File: src/design/lcdPkg.sv
////////////////////////////////////////////////////////////
// shared definitions for the character LCD controller
// buffer index and data bus types, settle classes
// HD44780 command codes used by the sequencer
////////////////////////////////////////////////////////////

`default_nettype none

package lcdPkg;

    // character buffer geometry
    localparam int charAddrWidth = 5;   // 32 entries, two lines of 16
    localparam int lineLength    = 16;  // characters per display line

    typedef logic [charAddrWidth-1:0] charAddr_t;
    typedef logic [7:0]               lcdData_t;

    // settle time after a command, picked per command by the sequencer
    typedef enum logic [1:0]
    {
        waitShort,  // ordinary commands and character data
        waitMid,    // repeated function sets
        waitLong    // first function set, clears, entry mode
    } waitClass_t;

    // function set: 8-bit bus, two lines, 5x8 font
    localparam lcdData_t cmdFunctionSet = 8'h38;

    // display control
    localparam lcdData_t cmdDisplayOff = 8'h08;
    localparam lcdData_t cmdDisplayOn  = 8'h0C;  // display on, cursor and blink off

    localparam lcdData_t cmdDisplayClear = 8'h01;
    localparam lcdData_t cmdEntryMode    = 8'h06;  // increment, no display shift

    // cursor movement between characters
    localparam lcdData_t cmdCursorShift = 8'h14;  // move right by one
    localparam lcdData_t cmdCursorHome  = 8'h02;

    // DDRAM address commands, the column is added to the base
    localparam lcdData_t cmdLine1Base = 8'h80;
    localparam lcdData_t cmdLine2Base = 8'hC0;  // DDRAM 0x40 is the second line

endpackage

`default_nettype wire

File: src/design/lcdCycleIf.sv
////////////////////////////////////////////////////////////
// Wishbone classic link carrying one LCD command
// sequencer is master, bus driver is slave
////////////////////////////////////////////////////////////

`default_nettype none

interface lcdCycleIf
    import lcdPkg::*;
();

    logic       cyc;
    logic       stb;
    lcdData_t   dat;      // command code or character
    logic       rs;       // 0 command, 1 data
    waitClass_t waitSel;  // settle class after the enable pulse
    logic       ack;      // one clock, command fully done

    modport master
    (
        output cyc, stb, dat, rs, waitSel,
        input  ack
    );

    modport slave
    (
        input  cyc, stb, dat, rs, waitSel,
        output ack
    );

endinterface

`default_nettype wire

File: src/design/charBuffer.sv
////////////////////////////////////////////////////////////
// 32-entry character memory
// host write port and registered sequencer read port
////////////////////////////////////////////////////////////

`default_nettype none

module charBuffer
    import lcdPkg::*;
(
    input  wire logic      clk,
    input  wire logic      charWrite,
    input  wire charAddr_t writeAddr,
    input  wire lcdData_t  charCode,
    input  wire charAddr_t readAddr,
    output lcdData_t       readData
);

    localparam int depth = 2 ** charAddrWidth;

    // one byte per display position, entries 0 to 15 on line one
    lcdData_t charMem [depth];

    // host side, no back-pressure
    always_ff @(posedge clk)
    begin
        if (charWrite)
        begin
            charMem[writeAddr] <= charCode;
        end
    end

    // read data valid one clock after the address
    always_ff @(posedge clk)
    begin
        readData <= charMem[readAddr];
    end

endmodule

`default_nettype wire

File: src/design/lcdSequencer.sv
////////////////////////////////////////////////////////////
// LCD command sequencer
// power-on wait, nine-command init, refresh loop over
// the 32 buffer entries, Wishbone master toward the pins
////////////////////////////////////////////////////////////

`default_nettype none

module lcdSequencer
    import lcdPkg::*;
#(
    parameter int powerOnCycles = 1000000
)
(
    input  wire logic     clk,
    input  wire logic     lcdOnIn,
    output charAddr_t     readAddr,
    input  wire lcdData_t readData,
    lcdCycleIf.master     cyc
);

    localparam int powerOnWidth = $clog2(powerOnCycles + 1);

    // state names the command currently on the bus
    typedef enum logic [3:0]
    {
        stPowerOn,
        stFuncSet,
        stDisplayOff,
        stClearFirst,
        stEntryMode,
        stDisplayOn,
        stClearSecond,
        stWriteAddr,
        stWriteData,
        stCursor
    } seqState_t;

    seqState_t state;
    seqState_t nextState;

    logic [powerOnWidth-1:0] powerOnCount;
    logic [1:0]              funcCount;  // function sets already sent
    logic [1:0]              nextFuncCount;
    charAddr_t               entryIdx;
    charAddr_t               nextEntry;
    logic                    advance;

    lcdData_t   nextDat;
    logic       nextRs;
    waitClass_t nextWait;

    assign advance = (state == stPowerOn) ? (powerOnCount == powerOnWidth'(powerOnCycles - 1))
                                          : cyc.ack;

    // entry address stays put for the whole address command
    assign readAddr = entryIdx;

    always_comb
    begin
        nextState     = state;
        nextFuncCount = funcCount;
        nextEntry     = entryIdx;
        case (state)
            stPowerOn:     nextState = stFuncSet;
            stFuncSet:
            begin
                nextFuncCount = funcCount + 1'b1;
                nextState     = (funcCount == 2'd3) ? stDisplayOff : stFuncSet;
            end
            stDisplayOff:  nextState = stClearFirst;
            stClearFirst:  nextState = stEntryMode;
            stEntryMode:   nextState = stDisplayOn;
            stDisplayOn:   nextState = stClearSecond;
            stClearSecond: nextState = stWriteAddr;
            stWriteAddr:   nextState = stWriteData;
            stWriteData:   nextState = stCursor;
            stCursor:
            begin
                nextState = stWriteAddr;
                nextEntry = entryIdx + 1'b1;  // wraps to 0 after 31
            end
        endcase
    end

    // command for the state being entered
    always_comb
    begin
        nextDat  = cmdDisplayOff;
        nextRs   = 1'b0;
        nextWait = waitShort;
        case (nextState)
            stFuncSet:
            begin
                nextDat  = cmdFunctionSet;
                nextWait = (state == stPowerOn) ? waitLong : waitMid;
            end
            stPowerOn, stDisplayOff: nextDat = cmdDisplayOff;  // power-on never re-entered
            stClearFirst, stClearSecond:
            begin
                nextDat  = cmdDisplayClear;
                nextWait = waitLong;
            end
            stEntryMode:
            begin
                nextDat  = cmdEntryMode;
                nextWait = waitLong;
            end
            stDisplayOn: nextDat = cmdDisplayOn;
            stWriteAddr:
            begin
                if (nextEntry < charAddr_t'(lineLength))
                    nextDat = cmdLine1Base | lcdData_t'(nextEntry);
                else
                    nextDat = cmdLine2Base | lcdData_t'(nextEntry - charAddr_t'(lineLength));
            end
            stWriteData:
            begin
                nextDat = readData;  // address presented a whole command earlier
                nextRs  = 1'b1;
            end
            stCursor: nextDat = (entryIdx == '1) ? cmdCursorHome : cmdCursorShift;
        endcase
    end

    always_ff @(posedge clk or negedge lcdOnIn)
    begin
        if (!lcdOnIn)
        begin
            state        <= stPowerOn;
            powerOnCount <= '0;
            funcCount    <= '0;
            entryIdx     <= '0;
            cyc.cyc      <= 1'b0;
            cyc.stb      <= 1'b0;
        end
        else
        begin
            if (state == stPowerOn)
                powerOnCount <= powerOnCount + 1'b1;
            if (advance)
            begin
                state     <= nextState;
                funcCount <= nextFuncCount;
                entryIdx  <= nextEntry;
                cyc.cyc   <= 1'b1;  // one command always pending once init starts
                cyc.stb   <= 1'b1;
            end
        end
    end

    // payload held until the driver acknowledges
    always_ff @(posedge clk or negedge lcdOnIn)
    begin
        if (!lcdOnIn)
        begin
            cyc.dat     <= '0;
            cyc.rs      <= 1'b0;
            cyc.waitSel <= waitShort;
        end
        else if (advance)
        begin
            cyc.dat     <= nextDat;
            cyc.rs      <= nextRs;
            cyc.waitSel <= nextWait;
        end
    end

    // driver only completes a command that is actually strobed
    ackNeedsStb: assert property (@(posedge clk) disable iff (!lcdOnIn)
        cyc.ack |-> cyc.stb);

endmodule

`default_nettype wire

File: src/design/lcdBusDriver.sv
////////////////////////////////////////////////////////////
// LCD pin driver, Wishbone slave
// latches one command, times the enable pulse and the
// settle delay, then acknowledges
////////////////////////////////////////////////////////////

`default_nettype none

module lcdBusDriver
    import lcdPkg::*;
#(
    parameter int enableCycles    = 26,
    parameter int shortWaitCycles = 2500,
    parameter int midWaitCycles   = 7500,
    parameter int longWaitCycles  = 250000
)
(
    input  wire logic clk,
    input  wire logic lcdOnIn,
    output lcdData_t  lcdBus,
    output logic      lcdRsSelect,
    output logic      lcdEnableOut,
    lcdCycleIf.slave  cyc
);

    // counter sized for the longest of the four delays
    localparam int maxWaitA   = (shortWaitCycles > midWaitCycles) ? shortWaitCycles
                                                                  : midWaitCycles;
    localparam int maxWaitB   = (longWaitCycles > enableCycles) ? longWaitCycles : enableCycles;
    localparam int maxCount   = (maxWaitA > maxWaitB) ? maxWaitA : maxWaitB;
    localparam int countWidth = $clog2(maxCount + 1);

    typedef enum logic [1:0]
    {
        phIdle,
        phPulse,
        phSettle
    } phase_t;

    phase_t                phase;
    logic [countWidth-1:0] count;
    logic [countWidth-1:0] settleLast;
    waitClass_t            settleSel;
    logic                  accept;

    // ack still high means the strobe belongs to the finished command
    assign accept = (phase == phIdle) && cyc.cyc && cyc.stb && !cyc.ack;

    always_comb
    begin
        case (settleSel)
            waitLong: settleLast = countWidth'(longWaitCycles - 1);
            waitMid:  settleLast = countWidth'(midWaitCycles - 1);
            default:  settleLast = countWidth'(shortWaitCycles - 1);
        endcase
    end

    always_ff @(posedge clk or negedge lcdOnIn)
    begin
        if (!lcdOnIn)
        begin
            phase        <= phIdle;
            count        <= '0;
            settleSel    <= waitShort;
            lcdBus       <= '0;
            lcdRsSelect  <= 1'b0;
            lcdEnableOut <= 1'b0;
            cyc.ack      <= 1'b0;
        end
        else
        begin
            cyc.ack <= 1'b0;
            case (phase)
                phIdle:
                begin
                    if (accept)
                    begin
                        lcdBus       <= cyc.dat;
                        lcdRsSelect  <= cyc.rs;
                        settleSel    <= cyc.waitSel;
                        lcdEnableOut <= 1'b1;
                        count        <= '0;
                        phase        <= phPulse;
                    end
                end
                phPulse:
                begin
                    if (count == countWidth'(enableCycles - 1))
                    begin
                        lcdEnableOut <= 1'b0;  // display latches on this falling edge
                        count        <= '0;
                        phase        <= phSettle;
                    end
                    else
                        count <= count + 1'b1;
                end
                phSettle:
                begin
                    if (count == settleLast)
                    begin
                        cyc.ack <= 1'b1;
                        phase   <= phIdle;
                    end
                    else
                        count <= count + 1'b1;
                end
            endcase
        end
    end

    stbNeedsCyc: assert property (@(posedge clk) disable iff (!lcdOnIn)
        cyc.stb |-> cyc.cyc);

    // master holds the command until it has seen ack
    cmdHeld: assert property (@(posedge clk) disable iff (!lcdOnIn)
        cyc.stb && !cyc.ack |=> $stable(cyc.dat) && $stable(cyc.rs) && $stable(cyc.waitSel));

endmodule

`default_nettype wire

File: src/design/lcdController.sv
////////////////////////////////////////////////////////////
// character LCD controller top level
// character buffer, command sequencer and pin driver
// joined by one Wishbone command link
////////////////////////////////////////////////////////////

`default_nettype none

module lcdController
    import lcdPkg::*;
#(
    parameter int powerOnCycles   = 1000000,  // 20 ms at 50 MHz
    parameter int enableCycles    = 26,
    parameter int shortWaitCycles = 2500,
    parameter int midWaitCycles   = 7500,
    parameter int longWaitCycles  = 250000
)
(
    input  wire logic      clk,
    input  wire logic      lcdOnIn,          // board switch, also the reset
    input  wire logic      charWrite,
    input  wire charAddr_t writeAddr,
    input  wire lcdData_t  charCode,
    output lcdData_t       lcdBus,
    output logic           lcdOnOut,
    output logic           lcdReadWriteSel,  // 0 write, 1 read
    output logic           lcdRsSelect,      // 0 command, 1 data
    output logic           lcdEnableOut
);

    charAddr_t readAddr;
    lcdData_t  readData;

    lcdCycleIf cmdLink ();

    charBuffer charBuf
    (
        .clk       (clk),
        .charWrite (charWrite),
        .writeAddr (writeAddr),
        .charCode  (charCode),
        .readAddr  (readAddr),
        .readData  (readData)
    );

    lcdSequencer #(
        .powerOnCycles (powerOnCycles)
    ) sequencer
    (
        .clk      (clk),
        .lcdOnIn  (lcdOnIn),
        .readAddr (readAddr),
        .readData (readData),
        .cyc      (cmdLink)
    );

    lcdBusDriver #(
        .enableCycles    (enableCycles),
        .shortWaitCycles (shortWaitCycles),
        .midWaitCycles   (midWaitCycles),
        .longWaitCycles  (longWaitCycles)
    ) busDriver
    (
        .clk          (clk),
        .lcdOnIn      (lcdOnIn),
        .lcdBus       (lcdBus),
        .lcdRsSelect  (lcdRsSelect),
        .lcdEnableOut (lcdEnableOut),
        .cyc          (cmdLink)
    );

    assign lcdOnOut        = lcdOnIn;  // powers the display directly
    assign lcdReadWriteSel = 1'b0;     // busy flag never read

endmodule

`default_nettype wire

File: config.mk
export PLATFORM = sky130hd
export DESIGN_NAME = lcdController
export DESIGN_NICKNAME = d
export VERILOG_FILES = /design/src/design/lcdPkg.sv /design/src/design/lcdCycleIf.sv /design/src/design/charBuffer.sv /design/src/design/lcdSequencer.sv /design/src/design/lcdBusDriver.sv /design/src/design/lcdController.sv
export SDC_FILE = /design/constraint.sdc
export NUM_CORES = 1
export LEC_CHECK = 0
export BUFFER_PORTS_ARGS = -buffer_cell sky130_fd_sc_hd__buf_2
export CORE_ASPECT_RATIO = 1.75
export CORE_MARGIN = 2
export CORE_UTILIZATION = 45
export CTS_CLUSTER_SIZE = 10
export DETAILED_ROUTE_END_ITERATION = 10
export GPL_TIMING_DRIVEN = 0
export PLACE_DENSITY_LB_ADDON = 0.05
export SETUP_SLACK_MARGIN = 0.02
export SYNTH_ARGS = -nofsm -noshare
export SYNTH_HDL_FRONTEND = slang
export SYNTH_SLANG_ARGS = --single-unit
File: constraint.sdc
create_clock -name clk -period 4.2 [get_ports clk]
set_input_delay 0.63 -clock clk [delete_from_list [all_inputs] [get_ports clk]]
set_output_delay 0.63 -clock clk [all_outputs]
set_load 0.01 [all_outputs]
==> impl_metrics.env, run 1 <==
export IMPL_p_comb_share_pct=1.7
export IMPL_core_rowCount=85
export IMPL_grt_pass1_wl_um=49000
export IMPL_status="completed"
export IMPL_synthFlopType="edfxtp_1"
export IMPL_p_sw_share_pct=20.1
export IMPL_grt_pass1_vias=8071
export IMPL_ios=28
export IMPL_nets=916
export IMPL_rrSetupSlack_ps=1080
export IMPL_synth_largest_area_cell="edfxtp_1"
export IMPL_synth_edf_count=256
export IMPL_layout_common_cells="edfxtp_1, mux4_2, dfrtp_1"
export IMPL_critical_path_class="flip-flop to flip-flop"
export IMPL_cts_setup_buffers=0
export IMPL_p_int_w=0.00541
export IMPL_drive_gt1_share_pct=21.7
export IMPL_antenna_left=0
export IMPL_grt_max_degree=66
export IMPL_initial_utilization_pct=45.8
export IMPL_syn_area_sq_mm=0.0141
export IMPL_fin_total_pwr_w=0.00677
export IMPL_end_kind="flip-flop"
export IMPL_grtUsageTotal_pct=20.7
export IMPL_core_region_area_sq_mm=0.0308
export IMPL_ys_types=66
export IMPL_slew_headroom_pct=30.1
export IMPL_clock_sinks=340
export IMPL_fp_dieW_um=138
export IMPL_drtIter0Drc=445
export IMPL_hold_path_class="flip-flop to flip-flop"
export IMPL_synth_avg_cell_area_sq_um=17.3
export IMPL_final_common_cell="edfxtp_1"
export IMPL_antenna_cells=0
export IMPL_final_cells=1293
export IMPL_yosysWarnings=0
export IMPL_fillers=2536
export IMPL_cellPowerDensity_mw_per_mm2=427
export IMPL_drc_errors=0
export IMPL_finalSetupViolCount=0
export IMPL_final_setup_tns_ps=0
export IMPL_portBuffers=26
export IMPL_p_sw_w=0.00136
export IMPL_synth_async_reset_ratio_pct=22.4
export IMPL_cap_violations=0
export IMPL_clock_power_share_pct=44.3
export IMPL_hold_ws_ps=465
export IMPL_hpwl_um=21900
export IMPL_synth_top_cells_by_area="edfxtp_1, dfrtp_1, mux4_2"
export IMPL_clock_latency_ps=540
export IMPL_finalCriticalPeriod_ps=3120
export IMPL_wl_per_cell_um=25.0
export IMPL_antenna_found_initial=0
export IMPL_ir_drop_mv=0.315
export IMPL_dpl_worst_slack_ps=983
export IMPL_critPathMaxFanout=10
export IMPL_total_leakage_power_nw=5.32
export IMPL_dieArea_sq_mm=0.0329
export IMPL_dr_pass1_iters=4
export IMPL_root_buffer="clkbuf_16"
export IMPL_max_freq_ghz=0.321
export IMPL_slew_viol_final=0
export IMPL_tightest_slew_ps=1050
export IMPL_vias_per_cell=5.87
export IMPL_gp_congestion=0.869
export IMPL_power_frac_seq_pct=54.0
export IMPL_htree_levels=2
export IMPL_clockBufferDepth=3
export IMPL_dp_cells=1236
export IMPL_fp_dieH_um=238
export IMPL_setup_ws_ps=1080
export IMPL_synth_seq_area_share_pct=69.0
export IMPL_required_ps=4620
export IMPL_clk_pin_slew_worst_paths_ps=60
export IMPL_numCtsBuffers=40
export IMPL_ys_seq_elements=340
export IMPL_grt_ovfl_total=0
export IMPL_grt_setup_unrepaired="false"
export IMPL_finalHoldViolations=0
export IMPL_finalCritPeriodShare_pct=74.2
export IMPL_fin_skew_ps=14.1
export IMPL_cp_arrival_ps=3540
export IMPL_via_count=7593
export IMPL_drt_total_wl_um=32400
export IMPL_netlist_instances=818
export IMPL_synth_top_area_share_pct=54.4
export IMPL_postCtsResizedCells=0
export IMPL_cts_tree="done"
export IMPL_synth_fp_nets=846
export IMPL_start_kind="flip-flop"
export IMPL_area_delta_synth_final_pct=12.3
[metrics by stage]
step / utilization, % / cell area [sq um]
2_1_floorplan: - / 14100
3_3_place_gp: 47.8 / 14700
3_5_place_dp: 47.9 / 14800
4_1_cts: 51.5 / 15900
5_1_grt: 51.5 / 15900
6_report: 51.5 / 15900
[registers in the layout, summed over array words and instances (netlist names)]
signal / count
busDriver.settleSel: 2
busDriver.lcdRsSelect: 1
sequencer.funcCount: 2
sequencer.state: 4
charBuf.readData: 8
busDriver.lcdBus: 8
sequencer.cyc.waitSel: 2
busDriver.cyc.ack: 1
sequencer.cyc.cyc: 1
busDriver.lcdEnableOut: 1
sequencer.cyc.dat: 8
sequencer.readAddr: 5
busDriver.phase: 2
charBuf.charMem: 256
busDriver.count: 18
sequencer.cyc.rs: 1
sequencer.powerOnCount: 20
[routing by layer]
metal | vias up | share of wire (%) | global-route usage [%]
met2 | 184 | 57 | 39.6
met4 | 0 | 4.2 | 8.63
met3 | 71 | 3.4 | 2.83
li1 | 3390 | - | -
met1 | 3948 | 35 | 22.1
met5 | - | 0 | 0
[path summary, 6_finish.rpt]
kind,to,startpoint,cells past startpoint
max,charBuf.readData[3],sequencer.readAddr[0],5
min,sequencer.powerOnCount[18],sequencer.powerOnCount[18],1
max reg2reg,charBuf.readData[3],sequencer.readAddr[0],5
min reg2reg,sequencer.powerOnCount[18],sequencer.powerOnCount[18],1
max in group asynchronous,busDriver.count[12],lcdOnIn,3
min in group asynchronous,sequencer.powerOnCount[6],lcdOnIn,2
[power by group through the flow]
stage | Sequential [W] | Combinational (W) | Clock [W]
floorplan | 0.00372 | 0.0000291 | 0
global placement | 0.00373 | 0.000110 | 0
detailed placement | 0.00373 | 0.000119 | 0
CTS | 0.00366 | 0.000120 | 0.00306
global route | 0.00366 | 0.000127 | 0.00319
finish | 0.00366 | 0.000115 | 0.00300
[cells in the mapped netlist (all sizes together), types with 2 or more instances]
cell	n
o21a	2
dfxtp	8
a21oi	16
o211ai	16
nand4	14
nand2	28
or3	4
and3	6
nand3	25
xnor2	21
nand3b	10
nor4	4
mux2i	2
or3b	6
and4	5
o2bb2ai	6
clkbuf	25
inv	17
a22oi	3
and2	5
ha	12
dfrtp	76
mux2	24
edfxtp	256
buf	14
or4	3
nor3	9
o21ai	21
xor2	6
a41oi	2
nor4b	2
a32o	6
mux4	80
nor2	49
or2	3
nor2b	5
nand2b	8
[kinds of logic after synthesis]
kind of cell	share of synthesized area, %
other	0.0265
flip-flops	69.0
XOR/XNOR	1.67
buffers and inverters	1.62
AO/OA/AOI/OAI	4.34
AND/OR/NAND/NOR	7.43
adder cells (fa/ha/maj)	1.06
multiplexers	14.8
[layout make-up]
cell class | instances | area (sq um) | share of cell area [%]
tap | 391 | 489 | 3.08
buffer | 39 | 165 | 1.04
clock inverter | 3 | 33.8 | 0.213
sequential | 340 | 9750 | 61.4
clock buffer | 53 | 1050 | 6.61
inverter | 17 | 63.8 | 0.402
multi-input combinational | 422 | 4150 | 26.1
timing repair buffer | 28 | 170 | 1.07
[what timing repair did]
action / 4_1_cts / 5_1_grt
endpoints found under the hold margin: 11 / 0
hold buffers: 1 / 0
endpoints found under the setup margin: 0 / 0
[critical path, cell delays in order (launching register included)]
cell and delay [ps]:
dfrtp_1 350, clkbuf_1 320, clkbuf_1 830, mux4_2 690
mux4_2 530, mux2_2 280
Power figures use the tool's default switching activity.
==> run 2: changes to the inputs <==
--- a/config.mk
+++ b/config.mk
@@ -5,6 +5,7 @@
 export SDC_FILE = /design/constraint.sdc
 export NUM_CORES = 1
 export LEC_CHECK = 0
+export ABC_AREA = 1
 export BUFFER_PORTS_ARGS = -buffer_cell sky130_fd_sc_hd__buf_2
 export CORE_ASPECT_RATIO = 1.75
 export CORE_MARGIN = 2
==> constraint.sdc (replaced) <==
create_clock -name clk -period 2.85 [get_ports clk]
set_input_delay 0.4275 -clock clk [delete_from_list [all_inputs] [get_ports clk]]
set_output_delay 0.4275 -clock clk [all_outputs]
set_load 0.01 [all_outputs]
==> run 2 against run 1 <==
- hold slack got worse by 170 ps
- cell area rose by 5.3%
- area after synthesis rose by 5.5%
- fmax rose by 22%
- final cell count rose by 52%
- critical endpoint is now charBuf.readData[4]
- largest cell class unchanged
==> impl_metrics.env, run 2 <==
export IMPL_cap_violations=0
export IMPL_postCtsHoldBufs=1
export IMPL_worstReg2RegStart="sequencer.readAddr[1]"
export IMPL_ys_types=40
export IMPL_finalHoldViolations=0
export IMPL_synth_top_cells_by_area="edfxtp_1, dfrtp_1, nand2_1"
export IMPL_synth_fp_nets=1496
export IMPL_clk_pin_slew_worst_paths_ps=60
export IMPL_fillers=3063
export IMPL_clock_latency_ps=550
export IMPL_rrSetupSlack_ps=290
export IMPL_final_setup_tns_ps=0
export IMPL_layout_common_cells="nand2_1, edfxtp_1, nor2_1"
export IMPL_drc_errors=0
export IMPL_ys_seq_elements=340
export IMPL_fp_dieH_um=245
export IMPL_top_layer="met4"
export IMPL_crit_start="sequencer.readAddr[1]"
export IMPL_setup_ws_ps=289
export IMPL_end_kind="flip-flop"
export IMPL_yosysMostFrequentCell="nand2_1"
export IMPL_total_leakage_power_nw=6.52
export IMPL_slew_headroom_pct=32.7
export IMPL_synth_largest_area_cell="edfxtp_1"
export IMPL_grt_ovfl_total=0
export IMPL_initial_utilization_pct=45.4
export IMPL_clockBufferDepth=3
export IMPL_htree_levels=2
export IMPL_grtUsageTotal_pct=24.3
export IMPL_root_buffer="clkbuf_16"
export IMPL_synth_avg_cell_area_sq_um=10.1
export IMPL_antenna_found_initial=0
export IMPL_hpwl_um=28600
export IMPL_netlist_instances=1468
export IMPL_final_cells=1959
export IMPL_critical_path_class="flip-flop to flip-flop"
export IMPL_dpl_worst_slack_ps=393
export IMPL_dp_cells=1900
export IMPL_critPathMaxFanout=10
export IMPL_wl_met1_um=15300
export IMPL_fin_total_pwr_w=0.0102
export IMPL_largestRegisters="charBuf.charMem: 256 flops, sequencer.powerOnCount: 20 flops, busDriver.count: 18 flops"
export IMPL_required_ps=3300
export IMPL_cts_setup_buffers=0
export IMPL_dr_wl_met2_um=22200
export IMPL_nets=1566
export IMPL_core_region_area_sq_mm=0.0328
export IMPL_numCtsBuffers=40
export IMPL_synth_top_area_share_pct=51.6
export IMPL_core_rowCount=88
export IMPL_clock_sinks=340
export IMPL_tightest_slew_ps=1010
export IMPL_timing_rr_end="charBuf.readData[4]"
export IMPL_cts_tree="done"
export IMPL_yosysWarnings=0
export IMPL_via_count=10700
export IMPL_synth_edf_count=256
export IMPL_vias_per_cell=5.47
export IMPL_max_freq_ghz=0.391
export IMPL_drt_total_wl_um=41100
export IMPL_wl_per_cell_um=21.0
export IMPL_synth_seq_area_share_pct=65.4
export IMPL_final_common_cell="nand2_1"
export IMPL_cellPowerDensity_mw_per_mm2=609
export IMPL_portBuffers=26
export IMPL_syn_area_sq_mm=0.0149
export IMPL_ios=28
export IMPL_area_delta_synth_final_pct=12.2
export IMPL_met3_length_um=1720
export IMPL_grt_pass1_vias=10800
export IMPL_dieArea_sq_mm=0.0346
export IMPL_antenna_left=0
export IMPL_status="completed"
export IMPL_largest_reg_flops=256
export IMPL_ir_drop_mv=0.482
export IMPL_finalCriticalPeriod_ps=2560
export IMPL_fin_skew_ps=10.1
export IMPL_synth_async_reset_ratio_pct=22.4
export IMPL_finalSetupViolCount=0
export IMPL_grt_setup_unrepaired="false"
export IMPL_drtIter0Drc=660
export IMPL_antenna_cells=0
export IMPL_slew_viol_final=0
export IMPL_drive_gt1_share_pct=7.46
export IMPL_hold_path_class="primary input to asynchronous set/reset pin"
export IMPL_grt_pass1_wl_um=63100
export IMPL_dr_pass1_iters=5
export IMPL_reg2reg_depth=8
export IMPL_postCtsResizedCells=0
export IMPL_endpoint="charBuf.readData[4]"
export IMPL_fp_dieW_um=142
export IMPL_largest_register="charBuf.charMem"
export IMPL_grt_max_degree=63
export IMPL_cp_arrival_ps=3010
export IMPL_gp_congestion=0.902
export IMPL_finalCritPeriodShare_pct=89.8
export IMPL_start_kind="flip-flop"
export IMPL_synth_common_cells="nand2_1, edfxtp_1, nor2_1"
export IMPL_synthFlopType="edfxtp_1"
## run 2: cell count changes after synthesis, sizes merged, moves of 13 or more
cell,before,now
buf,14,33
a31oi,1,17
mux2,24,0
o22ai,1,15
nand3,25,137
nor2,49,170
nand2,28,396
mux4,80,0
o21ai,21,117
inv,17,92
xnor2,21,6
xor2,6,19
## run 2: worst min-delay path by stage
stage | end | slack, ps
floorplan | busDriver.count[0] | 130
global placement | busDriver.lcdBus[7] | 460
detailed placement | sequencer.powerOnCount[14] | 310
CTS | sequencer.powerOnCount[5] | 280
global route | sequencer.powerOnCount[5] | 310
finish | sequencer.powerOnCount[14] | 290
## run 2: cells by family after synthesis
family | after synthesis | share of synthesized area [%]
simple gates | 725 | 19.9
other cells | 1 | 0.0252
buf+inv | 166 | 4.54
xor+xnor | 25 | 1.47
compound gates | 199 | 7.58
flops | 340 | 65.4
fa+ha+maj | 12 | 1.01
## run 2: routing by layer
metal / GRT usage [%] / vias up
met4: 11.3 / 0
met5: 0 / -
li1: - / 5135
met3: 2.77 / 102
met2: 45.5 / 325
met1: 27.1 / 5152
## run 2: where the power goes
| part | internal (W) | leakage, nW | switching (W) |
|---|---|---|---|
| combinational | 0.0000260 | 2.55 | 0.000141 |
| sequential | 0.00539 | 3.42 | 0.00000961 |
| clock | 0.00268 | 0.551 | 0.00194 |
## run 2: per-stage QoR
step	cell area, sq um	hold WS, ps	utilization [%]
5_1_grt	16700	308	50.9
2_1_floorplan	14900	132	-
3_3_place_gp	15500	457	47.3
4_1_cts	16700	281	50.9
3_5_place_dp	15600	312	47.4
6_report	16700	291	50.9
## run 2: critical path, stage by stage, from the launching register on
cell	delay, ps
dfrtp_1	430
inv_1	110
buf_2	290
clkbuf_1	560
nand3_1	230
a31oi_1	520
nand2_1	180
nand2_1	100
inv_1	40
## run 2: layout make-up
type / instances / area [sq um] / area share, %
well taps: 405 / 507 / 3.03
clock buffers: 54 / 1060 / 6.36
inverters: 97 / 365 / 2.19
clock inverters: 4 / 75.1 / 0.449
repair buffers: 28 / 170 / 1.02
plain buffers: 69 / 312 / 1.86
multi-input cells: 962 / 4470 / 26.8
flip-flops and latches: 340 / 9750 / 58.3
==> run 3: changes to the inputs <==
--- a/config.mk
+++ b/config.mk
@@ -5,11 +5,10 @@
 export SDC_FILE = /design/constraint.sdc
 export NUM_CORES = 1
 export LEC_CHECK = 0
-export ABC_AREA = 1
 export BUFFER_PORTS_ARGS = -buffer_cell sky130_fd_sc_hd__buf_2
 export CORE_ASPECT_RATIO = 1.75
 export CORE_MARGIN = 2
-export CORE_UTILIZATION = 45
+export CORE_UTILIZATION = 56
 export CTS_CLUSTER_SIZE = 10
 export DETAILED_ROUTE_END_ITERATION = 10
 export GPL_TIMING_DRIVEN = 0
==> run 3 against run 2 <==
- setup slack worse by 88 ps
- via count down 29%
- die area down 23%
- hold slack worse by 10 ps
- clock skew up 5.2 ps
- largest power group unchanged
==> impl_metrics.env, run 3 (same netlist as run 1, synthesis figures left out) <==
export IMPL_root_buffer="clkbuf_16"
export IMPL_layout_common_cells="edfxtp_1, mux4_2, dfrtp_1"
export IMPL_status="completed"
export IMPL_drive_gt1_share_pct=22.8
export IMPL_htree_levels=2
export IMPL_grt_busiest_layer="met2"
export IMPL_grt_ovfl_total=0
export IMPL_cellPowerDensity_mw_per_mm2=627
export IMPL_rrSetupSlack_ps=200
export IMPL_ir_drop_mv=0.549
export IMPL_core_region_area_sq_mm=0.0247
export IMPL_critical_path_class="flip-flop to flip-flop"
export IMPL_cp_arrival_ps=3060
export IMPL_fp_dieW_um=124
export IMPL_vias_per_cell=6.31
export IMPL_multi_input_area_sq_mm=0.00417
export IMPL_via_count=7647
export IMPL_cts_tree="done"
export IMPL_core_rowCount=76
export IMPL_grt_pass1_vias=8080
export IMPL_grtUsageTotal_pct=24.6
export IMPL_drtIter0Drc=685
export IMPL_largest_reg_flops=256
export IMPL_clock_latency_ps=540
export IMPL_start_kind="flip-flop"
export IMPL_finish_instance_area_sq_mm=0.0158
export IMPL_dr_pass1_iters=5
export IMPL_fin_util_pct=63.8
export IMPL_dpl_worst_slack_ps=-266
export IMPL_clock_sinks=340
export IMPL_use_met3_pct=3.62
export IMPL_numCtsBuffers=39
export IMPL_fin_skew_ps=15.4
export IMPL_dpl_instance_area_sq_mm=0.0147
export IMPL_largestRegisters="charBuf.charMem: 256 flops, sequencer.powerOnCount: 20 flops, busDriver.count: 18 flops"
export IMPL_gp_congestion=0.908
export IMPL_grt_pass1_wl_um=47700
export IMPL_critPathMaxFanout=10
export IMPL_wl_per_cell_um=26.0
export IMPL_seqCellArea_sq_mm=0.00975
export IMPL_portBuffers=26
export IMPL_clockBufferDepth=3
export IMPL_use_met1_pct=27.6
export IMPL_initial_utilization_pct=57.1
export IMPL_finalCriticalPeriod_ps=2650
export IMPL_final_common_cell="edfxtp_1"
export IMPL_fillers=1726
export IMPL_required_ps=3260
export IMPL_area_delta_synth_final_pct=11.6
export IMPL_slew_viol_final=0
export IMPL_fp_dieH_um=214
export IMPL_tightest_slew_ps=912
export IMPL_finalCritPeriodShare_pct=92.9
export IMPL_nets=915
export IMPL_setup_ws_ps=202
export IMPL_worstReg2RegStart="sequencer.readAddr[0]"
export IMPL_grt_max_degree=66
export IMPL_largest_register="charBuf.charMem"
export IMPL_timing_rr_end="charBuf.readData[5]"
export IMPL_ios=28
export IMPL_clk_pin_slew_worst_paths_ps=60
export IMPL_reg2reg_depth=6
export IMPL_antenna_left=0
export IMPL_total_leakage_power_nw=5.33
export IMPL_finalHoldViolations=0
export IMPL_drt_total_wl_um=31500
export IMPL_finalSetupViolCount=0
export IMPL_hold_path_class="primary input to asynchronous set/reset pin"
export IMPL_dieArea_sq_mm=0.0266
export IMPL_slew_headroom_pct=39.2
export IMPL_antenna_cells=0
export IMPL_cap_violations=0
export IMPL_hpwl_um=21300
export IMPL_end_kind="flip-flop"
export IMPL_antenna_found_initial=0
export IMPL_max_freq_ghz=0.378
export IMPL_grt_setup_unrepaired="false"
export IMPL_grt_use_met2_pct=46.3
export IMPL_drc_errors=0
## run 3: critical path, stage by stage (launching register included)
cell	delay, ps
dfrtp_1	360
clkbuf_2	230
buf_4	270
buf_4	300
mux4_2	550
mux4_2	520
mux2_2	290
## run 3: repair_timing
action / 4_1_cts / 5_1_grt
gates resized for setup: 10 / 4
hold endpoints to repair: 12 / 0
cloned: 0 / 0
hold buffers: 1 / 0
setup buffers: 0 / 0
setup endpoints to repair: 8 / 6
## run 3: metrics by stage
step	instances	total power, W	setup TNS [ps]	hold WS (ps)
final	1212	0.00988	0	281
after global routing	1212	0.0101	0	302
after CTS	1212	0.00993	0	273
after detailed placement	1157	0.00567	-1940	294
after global placement	1156	0.00565	-1750	456
after floorplan	818	0.00553	0	132
## run 3: report_power, final
group	switching, W	total [W]	internal [W]
combinational	0.000133	0.000170	0.0000367
sequential	0.0000103	0.00540	0.00539
clock	0.00183	0.00432	0.00248
total	0.00198	0.00988	0.00791
## run 3: how the worst max path moves through the flow
stage	start	endpoint	slack [ps]	cells past startpoint
floorplan	sequencer.readAddr[0]	charBuf.readData[0]	400	6
global placement	sequencer.readAddr[0]	charBuf.readData[5]	-230	6
detailed placement	sequencer.readAddr[0]	charBuf.readData[5]	-270	6
CTS	sequencer.readAddr[1]	charBuf.readData[5]	60	5
global route	sequencer.readAddr[0]	charBuf.readData[1]	90	6
finish	sequencer.readAddr[0]	charBuf.readData[5]	200	6
## run 3: layer usage
metal	wire, um	share of wire (%)
met3	1210	3.8
met1	11100	35
met4	941	3.0
met2	18200	58
met5	0	0
## run 3: area by class of cell
class                           instances  share of cell area (%)
Buffer                                 39                    1.17
Clock buffer                           51                    6.47
Clock inverter                          3                   0.167
Inverter                               17                   0.405
Multi-Input combinational cell        422                    26.4
Sequential cell                       340                    61.8
Tap cell                              312                    2.48
Timing Repair Buffer                   28                    1.08
